===== config.mk =====
export PLATFORM = sky130hd
export DESIGN_NAME = wbStage
export DESIGN_NICKNAME = d
export VERILOG_FILES = /design/src/design/wbPkg.sv /design/src/design/loadAlign.sv /design/src/design/memWbReg.sv /design/src/design/regCommit.sv /design/src/design/wbStage.sv
export SDC_FILE = /design/constraint.sdc
export NUM_CORES = 2
export LEC_CHECK = 0
export BUFFER_PORTS_ARGS = -buffer_cell sky130_fd_sc_hd__buf_4
export CAP_MARGIN = 10
export CORE_ASPECT_RATIO = 0.9
export CORE_UTILIZATION = 35
export DETAILED_ROUTE_END_ITERATION = 7
export GPL_TIMING_DRIVEN = 0
export MAX_ROUTING_LAYER = met4
export PLACE_DENSITY = 0.56
export SLEW_MARGIN = 25
export SYNTH_ARGS = -nofsm -noshare
export SYNTH_HDL_FRONTEND = slang
export SYNTH_SLANG_ARGS = --single-unit

===== constraint.sdc =====
create_clock -name clk -period 3.3 [get_ports clk]
set_clock_uncertainty 0.05 [all_clocks]
set_input_delay 0.66 -clock clk [delete_from_list [all_inputs] [get_ports clk]]
set_output_delay 0.66 -clock clk [all_outputs]
set_load 0.01 [all_outputs]

===== src/design/wbPkg.sv =====
/*
 * Shared types for the writeback stage.
 * Load-type and writeback-select encodings, plus the union that lets the
 * load aligner view one data word either as bytes or as halfwords.
 * RTL and testbench pull these in with a wildcard import.
 */

package wbPkg;

    // How the word returned by data memory is used
    typedef enum logic [2:0] {
        loadWord  = 3'd0,                   // Full word, also used by non-loads
        loadByte  = 3'd1,                   // LB, sign extended
        loadByteU = 3'd2,                   // LBU, zero extended
        loadHalf  = 3'd3,                   // LH, sign extended
        loadHalfU = 3'd4                    // LHU, zero extended
    } LoadType;

    // Source of the value written back to the register file
    typedef enum logic [1:0] {
        wbLink = 2'b00,                     // PC+8 for JAL and JALR
        wbAlu  = 2'b01,                     // ALU result
        wbOutB = 2'b10,                     // Operand B for move-type instructions
        wbMem  = 2'b11                      // Aligned load result
    } WbSel;

    // One loaded word, decoded by byte or by halfword
    typedef union packed {
        logic [3:0][7:0]  bytes;            // bytes[0] is bits 7:0
        logic [1:0][15:0] halves;           // halves[0] is bits 15:0
    } LoadWord;

endpackage


===== src/design/loadAlign.sv =====
/*
 * Load data aligner.
 * Takes the word read from data memory and the low address bits, picks the
 * addressed byte or halfword and extends it to 32 bits by load type.
 * Purely combinational.
 */

`timescale 1ns/100ps

module loadAlign import wbPkg::*; (
    input  logic [31:0] dmOut,
    input  logic [1:0]  byteAddr,
    input  LoadType     loadType,
    output logic [31:0] loadResult
);

    LoadWord     word;                      // Same bits as dmOut, two views
    logic [7:0]  selByte;
    logic [15:0] selHalf;

    assign word = dmOut;

    // Little-endian lane select
    assign selByte = word.bytes[byteAddr];
    assign selHalf = word.halves[byteAddr[1]]; // Bit 0 ignored for halfwords

    always_comb begin
        unique case (loadType)
            loadByte: begin
                loadResult = {{24{selByte[7]}}, selByte};
            end
            loadByteU: begin
                loadResult = {24'd0, selByte};
            end
            loadHalf: begin
                loadResult = {{16{selHalf[15]}}, selHalf};
            end
            loadHalfU: begin
                loadResult = {16'd0, selHalf};
            end
            default: begin
                loadResult = word;          // LW and non-loads
            end
        endcase
    end

endmodule


===== src/design/memWbReg.sv =====
/*
 * Pipeline register between the memory and writeback stages.
 * Copies every memory-stage field on each rising clock edge.
 * Reset or a flush turns the slot into a bubble by clearing the write enables.
 */

`timescale 1ns/100ps

module memWbReg import wbPkg::*; #(
    parameter  int NUM_REGS = 32,
    localparam int ADDR_W   = $clog2(NUM_REGS)
) (
    input  logic              clk,
    input  logic              reset,
    input  logic              wbFlush,
    input  logic [31:0]       memAluOut,
    input  logic [31:0]       memHi,
    input  logic [31:0]       memLo,
    input  logic [31:0]       memPc,
    input  logic [31:0]       memOutB,
    input  logic [31:0]       memDmOut,
    input  WbSel              memWbSel,
    input  LoadType           memLoadType,
    input  logic [ADDR_W-1:0] memDst,
    input  logic              memRegWr,
    input  logic              memHiWr,
    input  logic              memLoWr,
    output logic [31:0]       wbAluOut,
    output logic [31:0]       wbHi,
    output logic [31:0]       wbLo,
    output logic [31:0]       wbPc,
    output logic [31:0]       wbOutB,
    output logic [31:0]       wbDmOut,
    output WbSel              wbWbSel,
    output LoadType           wbLoadType,
    output logic [ADDR_W-1:0] wbDst,
    output logic              wbRegWr,
    output logic              wbHiWr,
    output logic              wbLoWr
);

    // Write enables decide whether the slot holds a real instruction
    always_ff @(posedge clk) begin
        if (reset || wbFlush) begin
            wbRegWr <= 1'b0;                // Bubble
            wbHiWr  <= 1'b0;
            wbLoWr  <= 1'b0;
        end else begin
            wbRegWr <= memRegWr;
            wbHiWr  <= memHiWr;
            wbLoWr  <= memLoWr;
        end
    end

    // Payload follows the memory stage every cycle
    // and is ignored while the enables are low
    always_ff @(posedge clk) begin
        wbAluOut   <= memAluOut;
        wbHi       <= memHi;
        wbLo       <= memLo;
        wbPc       <= memPc;
        wbOutB     <= memOutB;
        wbDmOut    <= memDmOut;
        wbWbSel    <= memWbSel;
        wbLoadType <= memLoadType;
        wbDst      <= memDst;
    end

endmodule


===== src/design/regCommit.sv =====
/*
 * Writeback commit block.
 * Picks the writeback value from four sources and commits it to the general
 * register file, and updates HI and LO from their own enables.
 * Register 0 always reads zero. One combinational debug read port.
 */

`timescale 1ns/100ps

module regCommit import wbPkg::*; #(
    parameter  int NUM_REGS = 32,
    localparam int ADDR_W   = $clog2(NUM_REGS)
) (
    input  logic              clk,
    input  logic              reset,
    input  logic [31:0]       pc,
    input  logic [31:0]       aluOut,
    input  logic [31:0]       outB,
    input  logic [31:0]       loadResult,
    input  logic [31:0]       hiIn,
    input  logic [31:0]       loIn,
    input  WbSel              wbSel,
    input  logic [ADDR_W-1:0] dst,
    input  logic              regWr,
    input  logic              hiWr,
    input  logic              loWr,
    input  logic [ADDR_W-1:0] readAddr,
    output logic [31:0]       result,
    output logic [31:0]       hiValue,
    output logic [31:0]       loValue,
    output logic [31:0]       readData
);

    logic [31:0] regs [NUM_REGS];          // General register file
    logic [31:0] hiReg;
    logic [31:0] loReg;
    logic        regWrEn;

    // Writeback source select, also the forwarding value
    always_comb begin
        unique case (wbSel)
            wbLink:  result = pc + 32'd8;   // Return address past the delay slot
            wbAlu:   result = aluOut;
            wbOutB:  result = outB;
            default: result = loadResult;   // wbMem
        endcase
    end

    assign regWrEn = regWr && (dst != '0); // Writes to register 0 are dropped

    always_ff @(posedge clk) begin
        if (reset) begin
            for (int i = 0; i < NUM_REGS; i++) begin
                regs[i] <= 32'd0;
            end
        end else if (regWrEn) begin
            regs[dst] <= result;
        end
    end

    // HI and LO have their own enables, independent of regWr
    always_ff @(posedge clk) begin
        if (reset) begin
            hiReg <= 32'd0;
            loReg <= 32'd0;
        end else begin
            if (hiWr) begin
                hiReg <= hiIn;
            end
            if (loWr) begin
                loReg <= loIn;
            end
        end
    end

    assign hiValue  = hiReg;
    assign loValue  = loReg;
    assign readData = regs[readAddr];      // Register 0 is never written

endmodule


===== src/design/wbStage.sv =====
/*
 * Writeback stage top level.
 * Chains the MEM/WB register, the load aligner and the commit block.
 * Exports the destination, write enable and result of the instruction in
 * writeback for bypassing in earlier stages.
 */

`timescale 1ns/100ps

module wbStage import wbPkg::*; #(
    parameter  int NUM_REGS = 32,
    localparam int ADDR_W   = $clog2(NUM_REGS)
) (
    input  logic              clk,
    input  logic              reset,
    input  logic              wbFlush,
    input  logic [31:0]       memAluOut,
    input  logic [31:0]       memHi,
    input  logic [31:0]       memLo,
    input  logic [31:0]       memPc,
    input  logic [31:0]       memOutB,
    input  logic [31:0]       memDmOut,
    input  WbSel              memWbSel,
    input  LoadType           memLoadType,
    input  logic [ADDR_W-1:0] memDst,
    input  logic              memRegWr,
    input  logic              memHiWr,
    input  logic              memLoWr,
    input  logic [ADDR_W-1:0] readAddr,
    output logic [31:0]       wbResult,
    output logic [ADDR_W-1:0] wbDst,
    output logic              wbRegWr,
    output logic [31:0]       hiValue,
    output logic [31:0]       loValue,
    output logic [31:0]       readData
);

    logic [31:0] wbAluOut;
    logic [31:0] wbHi;
    logic [31:0] wbLo;
    logic [31:0] wbPc;
    logic [31:0] wbOutB;
    logic [31:0] wbDmOut;
    WbSel        wbWbSel;
    LoadType     wbLoadType;
    logic        wbHiWr;
    logic        wbLoWr;
    logic [31:0] loadResult;

    memWbReg #(
        .NUM_REGS   (NUM_REGS)
    ) uMemWbReg (
        .clk        (clk),
        .reset      (reset),
        .wbFlush    (wbFlush),
        .memAluOut  (memAluOut),
        .memHi      (memHi),
        .memLo      (memLo),
        .memPc      (memPc),
        .memOutB    (memOutB),
        .memDmOut   (memDmOut),
        .memWbSel   (memWbSel),
        .memLoadType(memLoadType),
        .memDst     (memDst),
        .memRegWr   (memRegWr),
        .memHiWr    (memHiWr),
        .memLoWr    (memLoWr),
        .wbAluOut   (wbAluOut),
        .wbHi       (wbHi),
        .wbLo       (wbLo),
        .wbPc       (wbPc),
        .wbOutB     (wbOutB),
        .wbDmOut    (wbDmOut),
        .wbWbSel    (wbWbSel),
        .wbLoadType (wbLoadType),
        .wbDst      (wbDst),            // Forwarding output
        .wbRegWr    (wbRegWr),          // Forwarding output
        .wbHiWr     (wbHiWr),
        .wbLoWr     (wbLoWr)
    );

    loadAlign uLoadAlign (
        .dmOut      (wbDmOut),
        .byteAddr   (wbAluOut[1:0]),    // Load address comes from the ALU
        .loadType   (wbLoadType),
        .loadResult (loadResult)
    );

    regCommit #(
        .NUM_REGS   (NUM_REGS)
    ) uRegCommit (
        .clk        (clk),
        .reset      (reset),
        .pc         (wbPc),
        .aluOut     (wbAluOut),
        .outB       (wbOutB),
        .loadResult (loadResult),
        .hiIn       (wbHi),
        .loIn       (wbLo),
        .wbSel      (wbWbSel),
        .dst        (wbDst),
        .regWr      (wbRegWr),
        .hiWr       (wbHiWr),
        .loWr       (wbLoWr),
        .readAddr   (readAddr),
        .result     (wbResult),
        .hiValue    (hiValue),
        .loValue    (loValue),
        .readData   (readData)
    );

endmodule


==> run summary <==
layout cells sized above 1 = 30.7%
fin util = 46.2%
Num CTS Buffers = 139
Routed Antenna Nets = 0
Ys Warns = 0
worst reg2reg startpoint = uMemWbReg.wbWbSel[1]
Int Power = 28.2 mW
setup ws final = -0.437 ns
commonest non-fill, non-tap cells in the layout = edfxtp_1, nor2_1, buf_4
placed cell area = 58800 sq um
routed vias = 34.9k
Initial Util = 35.5%
required time worst endpoint = 2.59 ns
TNS Setup = -11.64 ns
R2R setup slack = 0.14 ns
fillers = 13.0k
Largest stage delay, worst path = 0.42 ns
RSZ-0062 raised after global routing = yes
#FFs+latches synth = 1293
combinational share of power = 11.8%
Vert. Die Dim = 371 um
crit-path most repeated cell = buf_12
commonest non-fill, non-tap cell in the layout = edfxtp_1
Tot Pwr = 37.6 mW
Synth area leader = edfxtp_1
post-synth top area share = 58.1%
crit path capture = wbResult[21]
clock share of power = 39.5%
footprint of the multi-input gates = 16700 sq um
DRC viols = 0
worst hold path type = input pin to flop
worst-margin pin slew = 1.10 ns
Leak = 26.3 nW
antenna violations before repair = 4
Die W = 412 um
Critical Path Source Type = flop
Avg Inst Size Synth = 14.7 sq um
synthesized cell area = 52900 sq um
post-synthesis mux area share = 15.0%
vias in the first global route = 35.0k
Non-Filler Instances = 6538
wire length on met1 = 73.3 mm
Final Cycle Share = 113%
Root Driver = clkbuf_16
XOR/XNOR share of the synthesized area = 0.383%
pre-CTS setup slack = -1.36 ns
# clock sinks = 1293
CP Data Arrival Time = 3.03 ns
clk buf depth = 3
max layer used = met4
Nets = 4673
area share of fa/ha/maj cells after synthesis = 0.0237%
register area share after synthesis = 68.3%
count of cell types in the netlist = 71
Ports = 347
post-synthesis simple-gate area fraction = 10.4%
Reg power frac = 48.7%
Post-synth EDFFs = 1024
Clock transition at path regs = 0.06 ns
Post-Synthesis Cells = 3595
Core Rows = 134
HPWL after DPL = 120 mm
PwrDens = 545 nW/um^2
top_reg_cell synth = edfxtp_1
met3 WL = 15.2 mm
drt pass-1 iters = 6
maximum vdd drop = 0.515 mV
largest cells by area after synthesis = edfxtp_1, mux4_2, dfxtp_1, nor2_1, mux2i_1
largest family of logic cells by synthesized area = multiplexers
worst r2r path cells = 10
first-pass GRT wire length = 251 mm
Final Setup Violations = 64
Layout area overhead = 30.3%
dpl cells = 5969
worst r2r dst = uRegCommit.regs[17][8]
Clk Latency, worst-skew pair = 0.79 ns
P_sw = 9.36 mW
hold_ws = 0.0498 ns
critical path fanouts, max = 8
fmax = 268 MHz
gr usage total = 23.9%
met2 WL = 85.1 mm
CTS tree = built
Die Area = 153000 sq um
1st-iter DRT viols = 3674
WL final = 179 mm
fin. max-slew vios = 0
Crit. End Element = output port
status = finished with violations
placer's final routability congestion estimate = 0.884
GRT overflow = 0
Slew headroom = 26.9%
maxcap violations = 0
switch share = 24.9%
H-tree levels = 4
post-route minimum period = 3.74 ns
violated checks = negative setup slack
Port Buf Inserts = 340
Vias/cell = 5.34
largest net degree at the start of global routing = 33
Design Area, Final = 68900 sq um
Hold Path Depth = 2
Avg WL per Cell = 27.4 um
Sequential cell area = 36200 sq um
Crit Path Category = flop to output port
Synth async-reset ratio = 0%
critical-path cell list = nand2_1, a21o_4, o21bai_4, buf_12, a21oi_4, or2_1, buf_12, inv_6, buf_6
core box area = 149000 sq um
Hold Vio Cnt, Final = 0
CP max-delay cell = dfxtp_1
compound-cell area share of the yosys netlist = 2.77%
Critical Path Source = uMemWbReg.wbWbSel[1]
synth_stat cells (all sizes together) (2+ instances only):
cell / number
nand2b: 36
or2: 8
xnor2: 14
a221o: 8
nor3: 239
a31o: 5
nand3: 12
o21a: 39
a21oi: 42
o21ai: 13
mux4: 289
or4: 2
nor3b: 7
o32a: 2
mux2i: 140
and2: 7
o22ai: 9
edfxtp: 1024
nor2: 870
nand4: 12
and4: 4
inv: 28
a211oi: 6
a221oi: 15
and3b: 4
dfxtp: 269
nor2b: 11
clkbuf: 204
buf: 135
nor4: 5
a22oi: 33
and3: 3
or3: 2
nand2: 65
a31oi: 7
a21o: 5
xor2: 7
what timing repair did:
item	4_1_cts	5_1_grt
hold buffers	203	0
hold endpoints to repair	203	0
setup endpoints to repair	361	90
gates resized for setup	550	153
cloned	5	3
setup buffers	105	44
pin swaps	37	43
power by group through the flow:
stage / Sequential [mW] / Combinational [mW] / Clock (mW)
final: 18.3 / 4.43 / 14.9
after floorplan: 18.5 / 1.76 / 0
after CTS: 18.3 / 4.29 / 15.0
after global placement: 18.6 / 3.25 / 0
after global routing: 18.3 / 4.62 / 15.6
after detailed placement: 18.6 / 3.37 / 0
how the worst min path moves through the flow:
stage | start | to | slack, ns
2_1_floorplan | uMemWbReg.wbHi[0] | uRegCommit.hiValue[0] | 0.39
3_3_place_gp | uMemWbReg.wbHi[2] | uRegCommit.hiValue[2] | 0.40
3_5_place_dp | uMemWbReg.wbLo[31] | uRegCommit.loValue[31] | 0.40
4_1_cts | memRegWr | uMemWbReg.wbRegWr | 0.004
5_1_grt | memHiWr | uMemWbReg.wbHiWr | 0.02
6_report | memHiWr | uMemWbReg.wbHiWr | 0.05
critical path, delay by kind of cell, from the launching register on:
family	cells	cell delay, ns
flops	1	0.42
buf+inv	4	0.43
simple gates	2	0.55
compound gates	3	0.82
layer usage:
metal	global-route usage [%]	up-vias
met5	-	-
met4	6.94	0
met3	4.61	255
met2	37.2	1688
met1	31.7	17900
li1	-	15100
state kept, by name, summed over array words and instances (netlist names):
name and count:
uRegCommit.regs 1024, uMemWbReg.wbAluOut 32, uMemWbReg.wbDmOut 32, uMemWbReg.wbHi 32, uMemWbReg.wbLo 32, uMemWbReg.wbOutB 32
uMemWbReg.wbPc 32, uRegCommit.hiValue 32, uRegCommit.loValue 32, uMemWbReg.wbDst 5, uMemWbReg.wbLoadType 3, uMemWbReg.wbWbSel 2
uMemWbReg.wbHiWr 1, uMemWbReg.wbLoWr 1, uMemWbReg.wbRegWr 1
cell families (layout without fill, tap and decap cells):
kind of cell	count (synthesis)	in the layout
AOI/OAI and AO/OA	193	193
xor gates and xnor gates	21	21
other	1	38
adders and majority gates	1	1
and+or+nand+nor	1290	1290
muxes	429	429
buffers and inverters	367	1301
DFF	1293	1293
cell type report:
type,instances,share of cell area (%)
inverter,28,0.251
multi-input combinational,1966,24.2
timing repair buffer,728,10.3
sequential,1293,52.5
clock buffer,196,5.65
tap,1972,3.58
buffer,303,2.97
antenna,6,0.0218
clock inverter,46,0.488
(Power assumes the default switching activity.)
